==> src/common/sam_pkg.sv <==
package sam_pkg;

    ////////////////////////////////////////////////////////////
    // Raster timing, pixel clocks and lines
    localparam int H_ACTIVE  = 512;
    localparam int H_RBORDER = 64;
    localparam int H_FPORCH  = 16;
    localparam int H_SYNC    = 64;
    localparam int H_BPORCH  = 64;
    localparam int H_LBORDER = 48;
    localparam int H_TOTAL   = H_ACTIVE + H_RBORDER + H_FPORCH + H_SYNC + H_BPORCH + H_LBORDER;

    localparam int V_ACTIVE  = 192;
    localparam int V_BBORDER = 48;
    localparam int V_FPORCH  = 4;
    localparam int V_SYNC    = 4;
    localparam int V_BPORCH  = 16;
    localparam int V_TBORDER = 48;
    localparam int V_TOTAL   = V_ACTIVE + V_BBORDER + V_FPORCH + V_SYNC + V_BPORCH + V_TBORDER;

    // Derived positions
    localparam int VINT_LINE  = V_ACTIVE + V_BBORDER + V_FPORCH - 1;
    localparam int HINT_START = H_ACTIVE + H_RBORDER + H_FPORCH;
    localparam int HSYNC_END  = HINT_START + H_SYNC;
    localparam int VSYNC_HPOS = HSYNC_END + H_BPORCH;
    localparam int LINT_START = 704;
    localparam int INT_LEN    = 256;
    // Both pulses run into the next line
    localparam int HINT_END   = HINT_START + INT_LEN - H_TOTAL;
    localparam int LINT_END   = LINT_START + INT_LEN - H_TOTAL;

    localparam int HC_W = 10;
    localparam int VC_W = 9;

    ////////////////////////////////////////////////////////////
    // I/O port numbers, low address byte
    localparam logic [7:0] PORT_CLUT    = 8'd248;
    localparam logic [7:0] PORT_LINEINT = 8'd249;
    localparam logic [7:0] PORT_LMPR    = 8'd250;
    localparam logic [7:0] PORT_HMPR    = 8'd251;
    localparam logic [7:0] PORT_VMPR    = 8'd252;
    localparam logic [7:0] PORT_BORDER  = 8'd254;

    // G1 R1 B1 BRIGHT G0 R0 B0
    typedef logic [6:0] pix_colour_t;

    typedef struct packed {
        logic [1:0] screen_mode;
        logic [4:0] screen_page;
        logic [1:0] clut_m3_hi;
        logic [3:0] border_colour;
        logic       screen_off;
        logic [7:0] lineint;
    } video_cfg_t;

    typedef struct packed {
        logic [4:0] low_page;
        logic [4:0] high_page;
        logic       rom_a;
        logic       rom_d;
        logic       wprot_a;
    } page_cfg_t;

endpackage
==> src/common/video_mem_if.sv <==
`timescale 1ns/1ps

interface video_mem_if;

    logic [18:0] vaddr;
    logic [7:0]  vdata;
    logic        fetching;
    logic        contention;

    // Pixel fetcher side
    modport fetch (
        output vaddr,
        input  vdata,
        input  fetching,
        input  contention
    );

    // Memory mapper side
    modport mapper (
        input  vaddr,
        output vdata,
        input  fetching,
        output contention
    );

endinterface

==> src/source/sam_asic.sv <==
`timescale 1ns/1ps

module sam_asic
    import sam_pkg::*;
(
    input  logic        clk,
    input  logic        rst_n,
    // CPU bus
    input  logic        mreq_n,
    input  logic        iorq_n,
    input  logic        rd_n,
    input  logic        wr_n,
    input  logic [15:0] cpuaddr,
    input  logic [7:0]  data_from_cpu,
    output logic [7:0]  data_to_cpu,
    output logic        wait_n,
    // RAM and ROM
    output logic [18:0] ramaddr,
    input  logic [7:0]  data_from_ram,
    output logic [7:0]  data_to_ram,
    output logic        ramwr_n,
    output logic        romcs_n,
    // Audio and video
    output logic        mic,
    output logic        beep,
    output logic [1:0]  r,
    output logic [1:0]  g,
    output logic [1:0]  b,
    output logic        bright,
    output logic        csync,
    output logic        int_n
);

    logic [HC_W-1:0] hc;
    logic [VC_W-1:0] vc;
    video_cfg_t      video_cfg;
    page_cfg_t       page_cfg;
    logic [3:0]      clut_index;
    pix_colour_t     clut_colour;
    logic [7:0]      io_rdata;
    logic            io_rd_active;

    video_mem_if vmem ();

    video_timing u_timing (
        .clk       (clk),
        .rst_n     (rst_n),
        .video_cfg (video_cfg),
        .hc        (hc),
        .vc        (vc),
        .fetching  (vmem.fetching),
        .csync     (csync),
        .int_n     (int_n)
    );

    pixel_engine u_pixel (
        .clk         (clk),
        .rst_n       (rst_n),
        .hc          (hc),
        .vc          (vc),
        .video_cfg   (video_cfg),
        .vmem        (vmem.fetch),
        .clut_index  (clut_index),
        .clut_colour (clut_colour),
        .r           (r),
        .g           (g),
        .b           (b),
        .bright      (bright)
    );

    io_ports u_io (
        .clk           (clk),
        .rst_n         (rst_n),
        .iorq_n        (iorq_n),
        .rd_n          (rd_n),
        .wr_n          (wr_n),
        .cpuaddr       (cpuaddr),
        .data_from_cpu (data_from_cpu),
        .video_cfg     (video_cfg),
        .page_cfg      (page_cfg),
        .mic           (mic),
        .beep          (beep),
        .clut_index    (clut_index),
        .clut_colour   (clut_colour),
        .io_rdata      (io_rdata),
        .io_rd_active  (io_rd_active)
    );

    mem_mapper u_mapper (
        .hc            (hc),
        .page_cfg      (page_cfg),
        .video_cfg     (video_cfg),
        .vmem          (vmem.mapper),
        .mreq_n        (mreq_n),
        .iorq_n        (iorq_n),
        .rd_n          (rd_n),
        .wr_n          (wr_n),
        .cpuaddr       (cpuaddr),
        .data_from_cpu (data_from_cpu),
        .data_from_ram (data_from_ram),
        .io_rdata      (io_rdata),
        .io_rd_active  (io_rd_active),
        .ramaddr       (ramaddr),
        .data_to_ram   (data_to_ram),
        .data_to_cpu   (data_to_cpu),
        .ramwr_n       (ramwr_n),
        .romcs_n       (romcs_n),
        .wait_n        (wait_n)
    );

endmodule

==> src/source/mem_mapper.sv <==
`timescale 1ns/1ps

module mem_mapper
    import sam_pkg::*;
(
    input  logic [HC_W-1:0] hc,
    input  page_cfg_t       page_cfg,
    input  video_cfg_t      video_cfg,
    video_mem_if.mapper     vmem,
    input  logic            mreq_n,
    input  logic            iorq_n,
    input  logic            rd_n,
    input  logic            wr_n,
    input  logic [15:0]     cpuaddr,
    input  logic [7:0]      data_from_cpu,
    input  logic [7:0]      data_from_ram,
    input  logic [7:0]      io_rdata,
    input  logic            io_rd_active,
    output logic [18:0]     ramaddr,
    output logic [7:0]      data_to_ram,
    output logic [7:0]      data_to_cpu,
    output logic            ramwr_n,
    output logic            romcs_n,
    output logic            wait_n
);

    logic rom_sel;
    logic owned;
    logic protect;
    logic cpu_access;

    ////////////////////////////////////////////////////////////
    // Contention
    // Display slots while fetching, refresh slots elsewhere,
    // and Spectrum style stalls across the line in mode 1
    always_comb begin
        vmem.contention = 1'b0;
        if (vmem.fetching && hc[3:0] < 4'd10)
            vmem.contention = 1'b1;
        else if (!vmem.fetching && hc[2:1] == 2'b00)
            vmem.contention = 1'b1;
        if (video_cfg.screen_mode == 2'd0 && hc[3:0] < 4'd10 && hc[9:4] < 6'd40)
            vmem.contention = 1'b1;
    end

    assign vmem.vdata = data_from_ram;

    assign rom_sel = (cpuaddr < 16'h4000 && page_cfg.rom_a)
                  || (cpuaddr >= 16'hC000 && page_cfg.rom_d);
    assign owned   = vmem.fetching && vmem.contention;
    assign protect = cpuaddr < 16'h4000 && page_cfg.wprot_a;

    assign cpu_access = !mreq_n || (!iorq_n && (!rd_n || !wr_n));

    // ROM accesses never wait
    assign wait_n  = !(vmem.contention && !rom_sel && cpu_access);
    assign romcs_n = !rom_sel;

    always_comb begin
        if (rom_sel || owned)
            ramaddr = vmem.vaddr;
        else if (cpuaddr[15])
            ramaddr = {page_cfg.high_page, cpuaddr[13:0]};
        else
            ramaddr = {page_cfg.low_page, cpuaddr[13:0]};
    end

    assign ramwr_n     = (rom_sel || owned || protect) ? 1'b1 : (mreq_n | wr_n);
    assign data_to_ram = ramwr_n ? 8'h00 : data_from_cpu;

    always_comb begin
        if (io_rd_active)
            data_to_cpu = io_rdata;
        else if (!mreq_n && !rd_n && (rom_sel || !owned))
            data_to_cpu = data_from_ram;
        else
            data_to_cpu = 8'h00;
    end

    a_no_rom_write : assert property (@(hc) ramwr_n || romcs_n);

endmodule

==> src/source/io_ports.sv <==
`timescale 1ns/1ps

module io_ports
    import sam_pkg::*;
(
    input  logic        clk,
    input  logic        rst_n,
    input  logic        iorq_n,
    input  logic        rd_n,
    input  logic        wr_n,
    input  logic [15:0] cpuaddr,
    input  logic [7:0]  data_from_cpu,
    output video_cfg_t  video_cfg,
    output page_cfg_t   page_cfg,
    output logic        mic,
    output logic        beep,
    input  logic [3:0]  clut_index,
    output pix_colour_t clut_colour,
    output logic [7:0]  io_rdata,
    output logic        io_rd_active
);

    logic [7:0]  vmpr;
    logic [7:0]  hmpr;
    logic [7:0]  lmpr;
    logic [7:0]  border;
    logic [7:0]  lineint;
    pix_colour_t clut [16];
    logic        io_wr;
    logic        io_rd;

    assign io_wr = !iorq_n && !wr_n;
    assign io_rd = !iorq_n && !rd_n;

    ////////////////////////////////////////////////////////////
    // Port writes
    always_ff @(posedge clk) begin
        if (!rst_n) begin
            vmpr    <= '0;
            hmpr    <= '0;
            lmpr    <= '0;
            border  <= '0;
            lineint <= 8'hFF;
            for (int i = 0; i < 16; i++)
                clut[i] <= '0;
        end else if (io_wr) begin
            case (cpuaddr[7:0])
                PORT_CLUT:    clut[cpuaddr[11:8]] <= data_from_cpu[6:0];
                PORT_LINEINT: lineint <= data_from_cpu;
                PORT_LMPR:    lmpr    <= data_from_cpu;
                PORT_HMPR:    hmpr    <= data_from_cpu;
                PORT_VMPR:    vmpr    <= data_from_cpu;
                PORT_BORDER:  border  <= data_from_cpu;
                default:      ;
            endcase
        end
    end

    // Only the paging registers read back
    always_comb begin
        io_rdata     = '0;
        io_rd_active = 1'b0;
        if (io_rd) begin
            case (cpuaddr[7:0])
                PORT_LMPR: begin io_rdata = lmpr; io_rd_active = 1'b1; end
                PORT_HMPR: begin io_rdata = hmpr; io_rd_active = 1'b1; end
                PORT_VMPR: begin io_rdata = vmpr; io_rd_active = 1'b1; end
                default:   ;
            endcase
        end
    end

    assign clut_colour = clut[clut_index];

    assign video_cfg.screen_mode   = vmpr[6:5];
    assign video_cfg.screen_page   = vmpr[4:0];
    assign video_cfg.clut_m3_hi    = hmpr[6:5];
    assign video_cfg.border_colour = {border[5], border[2:0]};
    assign video_cfg.screen_off    = border[7];
    assign video_cfg.lineint       = lineint;

    assign page_cfg.low_page  = lmpr[4:0];
    assign page_cfg.high_page = hmpr[4:0];
    assign page_cfg.rom_a     = !lmpr[5];
    assign page_cfg.rom_d     = lmpr[6];
    assign page_cfg.wprot_a   = lmpr[7];

    assign mic  = border[3];
    assign beep = border[4];

endmodule

==> src/video/pixel_engine.sv <==
`timescale 1ns/1ps

module pixel_engine
    import sam_pkg::*;
(
    input  logic              clk,
    input  logic              rst_n,
    input  logic [HC_W-1:0]   hc,
    input  logic [VC_W-1:0]   vc,
    input  video_cfg_t        video_cfg,
    video_mem_if.fetch        vmem,
    output logic [3:0]        clut_index,
    input  pix_colour_t       clut_colour,
    output logic [1:0]        r,
    output logic [1:0]        g,
    output logic [1:0]        b,
    output logic              bright
);

    logic [3:0]  slot;
    logic [14:0] screen_offs;
    logic [4:0]  screen_column;
    logic [4:0]  flash_cnt;
    logic [7:0]  vbyte [4];
    logic [18:0] next_addr;
    logic [7:0]  sreg_m12;
    logic [7:0]  attr_reg;
    logic [31:0] sreg_m3;
    logic [31:0] sreg_m4;
    logic [1:0]  m3_hi;
    logic        ink;

    assign slot = hc[3:0];

    ////////////////////////////////////////////////////////////
    // Screen address for the current mode
    always_comb begin
        case (video_cfg.screen_mode)
            2'd0: begin
                // Spectrum layout, attributes at 1800h
                if (slot[2])
                    next_addr = {video_cfg.screen_page, 4'b0110, vc[7:3], screen_column};
                else
                    next_addr = {video_cfg.screen_page, 1'b0, vc[7:6], vc[2:0], vc[5:3],
                                 screen_column};
            end
            2'd1:
                next_addr = {video_cfg.screen_page, slot[2], screen_offs[12:0]};
            default:
                next_addr = {video_cfg.screen_page[4:1], screen_offs};
        endcase
    end

    ////////////////////////////////////////////////////////////
    // Fetch, load and shift
    always_ff @(posedge clk) begin
        if (!rst_n) begin
            screen_offs   <= '0;
            screen_column <= '0;
            flash_cnt     <= '0;
            vmem.vaddr    <= '0;
            for (int i = 0; i < 4; i++)
                vbyte[i] <= '0;
            sreg_m12      <= '0;
            attr_reg      <= '0;
            sreg_m3       <= '0;
            sreg_m4       <= '0;
            m3_hi         <= '0;
        end else begin
            if (vc == VC_W'(V_TOTAL - 1) && hc == HC_W'(H_TOTAL - 1)) begin
                screen_offs   <= '0;
                screen_column <= '0;
                flash_cnt     <= flash_cnt + 1'b1;
            end

            // Even phases drive the address, odd phases capture
            if (vmem.fetching && !slot[3]) begin
                if (!slot[0]) begin
                    vmem.vaddr <= next_addr;
                end else begin
                    vbyte[slot[2:1]] <= vmem.vdata;
                    if (video_cfg.screen_mode[1] || slot[2:1] == 2'd3)
                        screen_offs <= screen_offs + 1'b1;
                    if (slot[2:1] == 2'd3)
                        screen_column <= screen_column + 1'b1;
                end
            end

            if (slot == 4'd9) begin
                if (vmem.fetching) begin
                    sreg_m12 <= vbyte[0];
                    attr_reg <= vbyte[2];
                    sreg_m3  <= {vbyte[0], vbyte[1], vbyte[2], vbyte[3]};
                    sreg_m4  <= {vbyte[0], vbyte[1], vbyte[2], vbyte[3]};
                    m3_hi    <= video_cfg.clut_m3_hi;
                end else begin
                    // Border as paper, or as a solid pattern
                    sreg_m12 <= '0;
                    attr_reg <= {1'b0, video_cfg.border_colour, 3'b000};
                    sreg_m3  <= {16{video_cfg.border_colour[1:0]}};
                    sreg_m4  <= {8{video_cfg.border_colour}};
                    m3_hi    <= video_cfg.border_colour[3:2];
                end
            end else begin
                if (hc[0]) begin
                    sreg_m12 <= {sreg_m12[6:0], 1'b0};
                    sreg_m4  <= {sreg_m4[27:0], 4'h0};
                end
                sreg_m3 <= {sreg_m3[29:0], 2'b00};
            end
        end
    end

    ////////////////////////////////////////////////////////////
    // Colour selection
    assign ink = sreg_m12[7] ^ (attr_reg[7] & flash_cnt[4]);

    always_comb begin
        case (video_cfg.screen_mode)
            2'd0, 2'd1:
                clut_index = ink ? {attr_reg[6], attr_reg[2:0]} : {attr_reg[6], attr_reg[5:3]};
            2'd2:
                clut_index = {m3_hi, sreg_m3[31:30]};
            default:
                clut_index = sreg_m4[31:28];
        endcase
    end

    assign r      = {clut_colour[5], clut_colour[1]};
    assign g      = {clut_colour[6], clut_colour[2]};
    assign b      = {clut_colour[4], clut_colour[0]};
    assign bright = clut_colour[3];

    a_vaddr_in_window : assert property (@(posedge clk) disable iff (!rst_n)
        $changed(vmem.vaddr) |-> $past(vmem.fetching));

endmodule

==> src/video/video_timing.sv <==
`timescale 1ns/1ps

module video_timing
    import sam_pkg::*;
(
    input  logic            clk,
    input  logic            rst_n,
    input  video_cfg_t      video_cfg,
    output logic [HC_W-1:0] hc,
    output logic [VC_W-1:0] vc,
    output logic            fetching,
    output logic            csync,
    output logic            int_n
);

    logic            hsync_n;
    logic            vsync_span;
    logic            vint;
    logic            rint;
    logic [VC_W-1:0] lint_prev;

    ////////////////////////////////////////////////////////////
    // Raster counters
    always_ff @(posedge clk) begin
        if (!rst_n) begin
            hc <= '0;
            vc <= '0;
        end else if (hc == HC_W'(H_TOTAL - 1)) begin
            hc <= '0;
            if (vc == VC_W'(V_TOTAL - 1))
                vc <= '0;
            else
                vc <= vc + 1'b1;
        end else begin
            hc <= hc + 1'b1;
        end
    end

    ////////////////////////////////////////////////////////////
    // Composite sync
    assign hsync_n = !(hc >= HC_W'(HINT_START) && hc < HC_W'(HSYNC_END));

    // Four lines, starting and ending at the left border
    assign vsync_span = (vc > VC_W'(VINT_LINE) && vc < VC_W'(VINT_LINE + V_SYNC))
                     || (vc == VC_W'(VINT_LINE) && hc >= HC_W'(VSYNC_HPOS))
                     || (vc == VC_W'(VINT_LINE + V_SYNC) && hc < HC_W'(VSYNC_HPOS));

    assign csync = hsync_n ^ vsync_span;

    ////////////////////////////////////////////////////////////
    // Frame and raster line interrupts
    assign vint = (vc == VC_W'(VINT_LINE) && hc >= HC_W'(HINT_START))
               || (vc == VC_W'(VINT_LINE + 1) && hc < HC_W'(HINT_END));

    // Line 0 is announced at the end of the last line
    assign lint_prev = (video_cfg.lineint == 8'd0) ? VC_W'(V_TOTAL - 1)
                                                   : VC_W'(video_cfg.lineint) - 1'b1;

    assign rint = (video_cfg.lineint < 8'd192)
               && ((vc == lint_prev && hc >= HC_W'(LINT_START))
                || (vc == VC_W'(video_cfg.lineint) && hc < HC_W'(LINT_END)));

    assign int_n = !(vint || rint);

    assign fetching = (vc < VC_W'(V_ACTIVE)) && (hc < HC_W'(H_ACTIVE)) && !video_cfg.screen_off;

    a_hc_range : assert property (@(posedge clk) disable iff (!rst_n)
        hc <= HC_W'(H_TOTAL - 1));

endmodule

==> config.mk <==
export PLATFORM = sky130hd
export DESIGN_NAME = sam_asic
export DESIGN_NICKNAME = d
export VERILOG_FILES = /design/src/common/sam_pkg.sv /design/src/common/video_mem_if.sv /design/src/source/sam_asic.sv /design/src/source/mem_mapper.sv /design/src/source/io_ports.sv /design/src/video/pixel_engine.sv /design/src/video/video_timing.sv
export SDC_FILE = /design/constraint.sdc
export NUM_CORES = 1
export LEC_CHECK = 0
export BUFFER_PORTS_ARGS = -buffer_cell sky130_fd_sc_hd__buf_4
export CORE_MARGIN = 2
export CORE_UTILIZATION = 47
export CTS_CLUSTER_DIAMETER = 60
export DETAILED_ROUTE_END_ITERATION = 10
export GPL_TIMING_DRIVEN = 0
export PLACE_DENSITY_LB_ADDON = 0.25
export SLEW_MARGIN = 20
export SYNTH_ARGS = -nofsm -noshare
export SYNTH_HDL_FRONTEND = slang
export SYNTH_HIERARCHICAL = 1
export SYNTH_SLANG_ARGS = --single-unit
==> constraint.sdc <==
create_clock -name clk -period 10.8 [get_ports clk]
set_clock_uncertainty 0.15 [all_clocks]
set_input_delay 1.62 -clock clk [delete_from_list [all_inputs] [get_ports clk]]
set_output_delay 1.62 -clock clk [all_outputs]
set_load 0.02 [all_outputs]
======== After elaboration in Yosys (flattened, before gate mapping) ========
Memories as Yosys holds them, arrays and structs flattened.
Index checks and enable logic that the tools add are counted.
storage, ports and cells
  input port bits ......................... 38
  memory bits (writable) .................. 144
  memories kept ........................... 2
  output and inout bits ................... 49
  flip-flop bits (word level) ............. 185
  word-level logic and storage cells ...... 185
operators by class
  muxes and demuxes ....................... 52
  order comparisons ....................... 16
  eq/ne operators ......................... 17
  bitwise gates (word level) .............. 6
  $add $sub $neg .......................... 6
  reduce and logical (&&, ||, !) cells .... 69
memory list
  name           words  bits a word  rd ports  clocked after memory_dff  wr ports  line                RTL
  u_io.clut      16     7            1         0                         16        io_ports.sv:28      pix_colour_t clut [16];
  u_pixel.vbyte  4      8            4         0                         4         pixel_engine.sv:24  logic [7:0] vbyte [4];
operator list
  cell                                                       count
  2-to-1 mux 32 bit                                          5
  2-to-1 mux 8 bit                                           9
  2-to-1 mux 15 bit                                          4
  equality test 8 bit, second input constant                 6
  2-to-1 mux 19 bit                                          2
  greater-or-equal comparator 10 bit, second input constant  3
  < comparator 10 bit, second input constant                 3
  one-hot mux 15 bit (2 select lines)                        1
  logical AND 1 bit                                          28
  equality test 9 x 8 -> 1 bit, second input constant        3
  one-hot mux 8 bit (3 select lines)                         1
  2-to-1 mux 5 bit                                           4
  < comparator 9 x 8 -> 1 bit, second input constant         2
  2-to-1 mux 9 bit                                           2
  2-to-1 mux 1 bit                                           17
  greater-or-equal comparator 16 bit, second input constant  1
  < comparator 16 x 15 -> 1 bit, second input constant       1
  adder 15 x 1 -> 15 bit, second input constant              1
  AND reduction 2 bit                                        7
  logical NOT 1 bit                                          13
  2-to-1 mux 13 bit                                          1
  logical OR 1 bit                                           12
  adder 10 x 1 -> 10 bit, second input constant              1
  adder 5 x 1 -> 5 bit, second input constant                2
  other kinds (31)                                           37

======== Logic depth before layout (Yosys ltp) ========
Gate-level depths: netlist of run 1.
  depth after elaboration ................. 14
  gate-level depth with buffers ........... 11

======== Hierarchy ========
The synthesis of run 1 kept the hierarchy.
by module, submodules not included
  module        area an instance (µm²)  cells an instance  instances  sequential area each (µm²)
  io_ports      6875.3                  595                1          4144.0
  pixel_engine  6713.9                  749                1          3483.3
  video_timing  1511.4                  206                1          380.4
  mem_mapper    709.4                   81                 1          0.0

======== Worst setup path after synthesis of run 1 ========
No wires, ideal clock.
  kind .................................... input to output
  from .................................... in cpuaddr[7]
  to ...................................... out data_to_cpu[0]
  setup slack ............................. 5.473 ns
  arrival time ............................ 3.557 ns
  buffers on the path ..................... 3
  cell stages on the path ................. 10
  cell sequence ........................... and4_1 -> clkbuf_1 -> nand2_1 -> or4_1 -> clkbuf_1 -> inv_1 -> buf_1 -> or3_1 -> a41oi_2 -> a22o_1
on the way
  elaborated cells between the ends (all ways) .. 17
  those cells by class .................... 2 x order compare; 3 x eq/ne; 6 x mux; 6 x reduce/logical
RTL lines
  item                              line              RTL
  start, declared                   sam_asic.sv:13    input logic [15:0] cpuaddr,
  equality test 8 bit               io_ports.sv:64    case (cpuaddr[7:0])
  OR reduction 3 bit (no line) (*)  -
  2-to-1 mux 1 bit (*)              io_ports.sv:64
  2-to-1 mux 1 bit (*)              io_ports.sv:63    if (io_rd) begin
  net io_rd_active                  sam_asic.sv:41    logic io_rd_active;
  2-to-1 mux 8 bit (*)              mem_mapper.sv:72  if (io_rd_active)
  end, declared                     sam_asic.sv:15    output logic [7:0] data_to_cpu,
Mark *: on every way through the listed nets, which the timed path passes. The rest lies on a longest branch.

======== Worst setup path after layout of run 1 ========
  from .................................... in cpuaddr[7]
  to ...................................... out data_to_cpu[1]
Same word-level chain as after synthesis.

==> results of run 1 <==
final cells by class:
class	count	area [um^2]
Buffer	141	704.4
Clock buffer	50	994.7
Clock inverter	18	222.7
Fill cell	3060	15120
Inverter	25	93.84
Multi-Input combinational cell	1137	7010
Sequential cell	328	8008
Tap cell	448	560.5
Timing Repair Buffer	87	648.1
worst max-delay path, stage by stage:
cell and delay (ns):
sky130_fd_sc_hd__buf_4 0.13, sky130_fd_sc_hd__and4_1 0.23, sky130_fd_sc_hd__clkbuf_1 0.17, sky130_fd_sc_hd__nand2_1 0.09, sky130_fd_sc_hd__or4_1 0.10, sky130_fd_sc_hd__clkbuf_1 0.33
sky130_fd_sc_hd__inv_1 0.07, sky130_fd_sc_hd__buf_1 0.29, sky130_fd_sc_hd__or3_1 0.41, sky130_fd_sc_hd__a41oi_2 0.55, sky130_fd_sc_hd__a22o_1 0.32, sky130_fd_sc_hd__buf_4 0.17
power by group:
group | internal (mW) | switching, mW
sequential | 1.33 | 0.0142
clock | 0.752 | 0.517
combinational | 0.0570 | 0.111
total | 2.14 | 0.643
stage by stage:
stage	area, um^2	hold WS [ns]
3_5_place_dp	17030	0.2752
2_1_floorplan	15810	0.2661
4_1_cts	18240	0.3015
5_1_grt	18240	0.3251
3_3_place_gp	17010	0.2746
6_report	18240	0.3009
kinds of logic after synthesis:
family | share of synthesized area (%)
and+or+nand+nor | 20.85
buffers and inverters | 5.049
AOI/OAI and AO/OA | 12.50
muxes | 8.365
xor gates and xnor gates | 1.884
adders and majority gates | 0.7123
DFF | 50.65
how the worst max path moves through the flow:
stage               slack [ns]  cells past startpoint             end           start
floorplan                 5.47                     10  data_to_cpu[0]      cpuaddr[7]
global placement          3.33                      5  data_to_cpu[1]  u_timing/vc[7]
detailed placement        4.62                     12  data_to_cpu[1]      cpuaddr[7]
CTS                       4.61                     12  data_to_cpu[1]      cpuaddr[7]
global route              4.47                     12  data_to_cpu[5]      cpuaddr[7]
finish                    4.55                     12  data_to_cpu[1]      cpuaddr[7]
cells in the final DEF (no fill, tap or decap), types with 24 or more instances in the layout:
cell,Yosys,routed
sky130_fd_sc_hd__clkbuf_16,0,37
sky130_fd_sc_hd__inv_1,24,24
sky130_fd_sc_hd__dfxtp_1,184,184
sky130_fd_sc_hd__clkbuf_1,85,96
sky130_fd_sc_hd__o21ai_0,94,78
sky130_fd_sc_hd__edfxtp_1,144,144
sky130_fd_sc_hd__nor2_1,259,259
sky130_fd_sc_hd__mux2i_1,35,35
sky130_fd_sc_hd__nor2b_1,29,29
sky130_fd_sc_hd__mux4_2,28,28
sky130_fd_sc_hd__a21oi_1,78,78
sky130_fd_sc_hd__nor3_1,24,24
sky130_fd_sc_hd__buf_4,36,121
sky130_fd_sc_hd__and2_1,33,33
sky130_fd_sc_hd__a311oi_1,31,31
sky130_fd_sc_hd__nand2b_1,25,25
sky130_fd_sc_hd__nand2_1,170,170
sky130_fd_sc_hd__nand3_1,65,65
metal layers:
metal | vias up | track usage (%)
met1 | 6359 | 35.92
met4 | 0 | 9.661
met3 | 92 | 3.696
met5 | - | 0
li1 | 6054 | -
met2 | 592 | 42.35
==> flow_metrics.py, run 1 <==
metrics = {
    "synth": {
        "synth_top_area_share_pct": 27.35,
        "yosysUniqueCellTypes": 80,
        "synthDominantAreaCellType": "sky130_fd_sc_hd__edfxtp_1",
        "yosysSeqAreaShare_pct": 50.65,
        "synth_seq_cells": 328,
        "synth_cells": 1631,
        "most_instantiated_library_cell_after_synthesis": "sky130_fd_sc_hd__nor2_1",
        "synthTopCellsByArea": "sky130_fd_sc_hd__edfxtp_1 (27%), sky130_fd_sc_hd__dfxtp_1 (23%), sky130_fd_sc_hd__nor2_1 (6.1%)",
        "syn-cell-area_mm2": 0.01581,
        "ys.warnings.count": 6,
        "synth_flop_cell": "sky130_fd_sc_hd__dfxtp_1",
        "synth.net_count": 1678,
        "number_of_enable_flip_flop_cells_after_synthesis": 144,
        "post_synth.cell_area_avg_um2": 9.694,
        "netlist_top_cells_count": "sky130_fd_sc_hd__nor2_1 (259), sky130_fd_sc_hd__dfxtp_1 (184), sky130_fd_sc_hd__nand2_1 (170)",
        "asyncSetResetFlopFracSynth_pct": 0,
    },
    "sta": {
        "hold_viol": 0,
        "timing.final.max_slew_violations": 0,
        "share_of_the_clock_period_used_by_the_worst_path_after_layout_pct": 57.88,
        "worst_slew_pin_slew_ns": 1.220,
        "setup-tns-final_ns": 0,
        "timing.final.setup_violations": 0,
        "grt_setup_unrepaired": "false",
        "fin_crit_ns": 6.251,
        "max_freq_mhz": 160.0,
        "final_worst_setup_slack_ns": 4.549,
        "worst_slew_margin_relative_to_its_limit_pct": 17.83,
    },
    "final_layout": {
        "finish.utilization_pct": 54.68,
        "largest_register_ffs": 112,
        "registers.top_by_ff_count": "u_io/clut",
        "layout-drive-gt1-share_pct": 15.17,
        "nNetsFinal": 1804,
        "antennaDiodeCount": 0,
        "layout_cells_excl_fill": 2234,
        "area.growth.synth_to_final_pct": 15.38,
    },
    "power": {
        "power.density_cell_area_mw_per_mm2": 152.5,
        "vdd.ir_drop.worst_v": 0.0001088,
        "totalPowerFinal_mw": 2.782,
        "leakagePower_nw": 6.463,
    },
    "min_path": {
        "min_delay_path_class": "reg2reg",
        "worst_hold_startpoint": "u_pixel/sreg_m3[11]",
        "hold_path_depth": 2,
        "timing.hold.worst_endpoint": "u_pixel/sreg_m3[13]",
    },
    "clock_network": {
        "cts_root_buf": "sky130_fd_sc_hd__clkbuf_16",
        "insertion_delay_ns": 0.54,
        "clock_pin_slew_of_the_registers_on_the_worst_case_setup_and_hold_paths_ns": 0.06,
        "post_cts.resized_instances": 0,
        "h-tree-depth": 2,
        "ctsLongestPathBuffers": 3,
        "tritoncts.num_buffers": 37,
        "tritoncts": "done",
        "clock-sinks": 328,
        "cts_setup_buffers": 0,
        "holdBufCountCts": 0,
    },
    "global_route": {
        "vias_in_the_first_global_route": 12780,
        "wire_length_of_the_first_global_routing_pass_mm": 71.62,
        "grt.total_usage_pct": 26.16,
        "grt_max_degree": 16,
        "globalRouteOverflowTotal": 0,
        "initial_antenna_violation_count": 0,
    },
    "placement": {
        "post-dp-hpwl_mm": 33.79,
        "numPortBuffers": 85,
        "routabilityCongestion": 0.9445,
        "preCtsSetupSlack_ns": 4.623,
        "dpl_cells": 2166,
    },
    "critical_path": {
        "path_max_fanout": 9,
        "rr_startpoint": "u_timing/vc[7]",
        "r2r.worst_path.cells": 8,
        "worstPathArrival_ns": 4.48,
        "timing.critical_path.required_ns": 9.03,
        "worstSetupStartpointType": "primary input",
        "timing.reg2reg.setup_slack_ns": 7.02,
        "timing.rr.end": "u_pixel/vbyte[1][0]",
        "critical_path_endpoint_category": "output pin",
        "critical_path_class": "in2out",
    },
    "drt": {
        "drt-wirelength-per-cell_um": 20.77,
        "route.detailed.vias_per_inst": 5.863,
        "route.final.wire_length_mm": 46.40,
        "wirelength_met1_mm": 19.60,
        "detail_route.iter0.violations": 1306,
        "firstDrtPassIters": 5,
        "wl_met2_mm": 21.65,
        "remaining_drc_errors": 0,
        "met3RoutedLength_mm": 3.568,
        "top_layer_used": "met4",
        "vias": 13100,
        "ant_nets": 0,
    },
    "run": {
        "drv_cap": 0,
    },
    "floorplan": {
        "die_x_um": 187.4,
        "floorplan.initialDensity_pct": 47.39,
        "dieArea_mm2": 0.03512,
        "core-area_mm2": 0.03336,
        "ios": 87,
        "std_cell_rows": 67,
        "die_h_um": 187.4,
    },
    "status": {
        "run_status": "completed",
    },
}
Power figures use the tool's default switching activity.
==> run 2: changes to the inputs <==
==> constraint.sdc (replaced) <==
create_clock -name clk -period 5.1 [get_ports clk]
set_clock_uncertainty 0.15 [all_clocks]
set_input_delay 0.765 -clock clk [delete_from_list [all_inputs] [get_ports clk]]
set_output_delay 0.765 -clock clk [all_outputs]
set_load 0.02 [all_outputs]
==> flow_metrics.py, run 2 (same netlist as run 1, synthesis figures left out) <==
metrics = {
    "min_path": {
        "worst_hold_startpoint": "u_pixel/sreg_m3[11]",
        "min_delay_path_class": "reg2reg",
        "timing.hold.worst_endpoint": "u_pixel/sreg_m3[13]",
        "hold_path_depth": 2,
    },
    "status": {
        "run_status": "completed",
    },
    "drt": {
        "firstDrtPassIters": 5,
        "wirelength_met1_mm": 19.51,
        "met3RoutedLength_mm": 3.641,
        "wl_met2_mm": 21.57,
        "vias": 13030,
        "remaining_drc_errors": 0,
        "top_layer_used": "met4",
        "route.final.wire_length_mm": 46.33,
        "detail_route.iter0.violations": 1339,
        "drt-wirelength-per-cell_um": 20.74,
        "ant_nets": 0,
        "route.detailed.vias_per_inst": 5.834,
    },
    "final_layout": {
        "area.growth.synth_to_final_pct": 15.43,
        "registers.top_by_ff_count": "u_io/clut",
        "layout_cells_excl_fill": 2234,
        "layout.cells.most_common_list": "sky130_fd_sc_hd__nor2_1 (259), sky130_fd_sc_hd__dfxtp_1 (184), sky130_fd_sc_hd__nand2_1 (170), sky130_fd_sc_hd__edfxtp_1 (144), sky130_fd_sc_hd__buf_4 (121)",
        "nNetsFinal": 1804,
        "layout.cells.most_common": "sky130_fd_sc_hd__nor2_1",
        "layout-drive-gt1-share_pct": 15.29,
        "antennaDiodeCount": 0,
        "largest_register_ffs": 112,
    },
    "sta": {
        "grt_setup_unrepaired": "false",
        "worst_slew_pin_slew_ns": 1.206,
        "fin_crit_ns": 4.972,
        "max_freq_mhz": 201.1,
        "worst_slew_margin_relative_to_its_limit_pct": 18.75,
        "share_of_the_clock_period_used_by_the_worst_path_after_layout_pct": 97.50,
        "setup-tns-final_ns": 0,
        "hold_viol": 0,
        "timing.final.max_slew_violations": 0,
        "timing.final.setup_violations": 0,
    },
    "critical_path": {
        "timing.critical_path.required_ns": 4.18,
        "rr_startpoint": "u_timing/vc[7]",
        "critical_path_class": "reg2out",
        "worst_path_most_repeated_cell": "sky130_fd_sc_hd__buf_4",
        "r2r.worst_path.cells": 8,
        "path_max_fanout": 10,
        "cpMaxStageDelayCell": "sky130_fd_sc_hd__clkbuf_1",
        "worstPathArrival_ns": 4.06,
        "timing.rr.end": "u_pixel/vbyte[1][0]",
        "timing.reg2reg.setup_slack_ns": 1.32,
        "cpPeakStageDelay_ns": 0.56,
        "critical_path_endpoint_category": "output pin",
        "worstSetupStartpointType": "register",
        "cp_cell_sequence": "buf_4 -> clkbuf_1 -> mux2_2 -> nand2_1 -> o21ai_0 -> clkbuf_1 -> clkbuf_2 -> mux4_2 -> a22oi_1 -> nand2_1 -> buf_4 -> buf_4",
    },
    "global_route": {
        "grt_max_degree": 16,
        "wire_length_of_the_first_global_routing_pass_mm": 71.62,
        "vias_in_the_first_global_route": 12780,
        "initial_antenna_violation_count": 0,
        "globalRouteOverflowTotal": 0,
        "grt.total_usage_pct": 26.16,
    },
    "floorplan": {
        "dieArea_mm2": 0.03512,
        "ios": 87,
        "std_cell_rows": 67,
        "floorplan.initialDensity_pct": 47.39,
        "die_x_um": 187.4,
        "core-area_mm2": 0.03336,
        "die_h_um": 187.4,
    },
    "clock_network": {
        "cts_root_buf": "sky130_fd_sc_hd__clkbuf_16",
        "tritoncts.num_buffers": 37,
        "cts_setup_buffers": 0,
        "h-tree-depth": 2,
        "holdBufCountCts": 0,
        "insertion_delay_ns": 0.53,
        "clock_pin_slew_of_the_registers_on_the_worst_case_setup_and_hold_paths_ns": 0.06,
        "tritoncts": "done",
        "clock-sinks": 328,
        "ctsLongestPathBuffers": 3,
    },
    "power": {
        "power.density_cell_area_mw_per_mm2": 322.3,
        "leakagePower_nw": 6.468,
        "vdd.ir_drop.worst_v": 0.0002291,
        "totalPowerFinal_mw": 5.883,
    },
    "placement": {
        "dpl_cells": 2166,
        "numPortBuffers": 85,
        "routabilityCongestion": 0.9445,
        "post-dp-hpwl_mm": 33.79,
    },
    "run": {
        "drv_cap": 0,
    },
}
==> run 2: worst max-delay path by stage <==
stage	from	endpoint	cells past startpoint
floorplan	u_timing/vc[7]	ramaddr[0]	5
global placement	u_timing/vc[7]	data_to_cpu[1]	5
detailed placement	u_io/vmpr[5]	r[0]	12
CTS	u_io/vmpr[5]	bright	12
global route	u_io/vmpr[5]	bright	12
finish	u_io/vmpr[5]	r[0]	12
==> run 2: worst max-delay path: cells and delay by family, from the launching register on <==
kind	cells	cell delay, ns
buffers and inverters	6	1.90
multiplexers	2	0.67
AO/OA/AOI/OAI	2	0.39
flip-flops	1	0.37
AND/OR/NAND/NOR	2	0.17
==> run 2: routing by layer <==
metal,track usage (%),up-vias
li1,-,6053
met1,35.92,6304
met2,42.35,584
met3,3.696,93
met4,9.661,0
met5,0,-
==> run 2: metrics by stage <==
step | hold WS, ns | area [um^2] | setup slack, ns | util [%]
floorplan | 0.2661 | 15810 | 1.163 | -
global placement | 0.2746 | 17010 | -1.520 | 50.98
detailed placement | 0.2752 | 17030 | 0.4984 | 51.03
CTS | 0.3015 | 18250 | 0.1428 | 54.68
global route | 0.3251 | 18250 | 0.02412 | 54.70
finish | 0.3015 | 18250 | 0.1276 | 54.70
==> run 2: repair_timing <==
action                                  4_1_cts  5_1_grt
gates resized for setup                       2        2
gates cloned                                  0        0
endpoints found under the setup margin        5        5
==> run 2: report_power, final <==
part           switching, mW  internal (mW)
logic                  0.235          0.121
clock network           1.09           1.59
registers             0.0301           2.82
==> run 2: layout make-up <==
class                           instances  area, um^2
Buffer                                141       711.9
Clock buffer                           50       994.7
Clock inverter                         18       222.7
Fill cell                            3058       15110
Inverter                               25       93.84
Multi-Input combinational cell       1137        7010
Sequential cell                       328        8008
Tap cell                              448       560.5
Timing Repair Buffer                   87       648.1
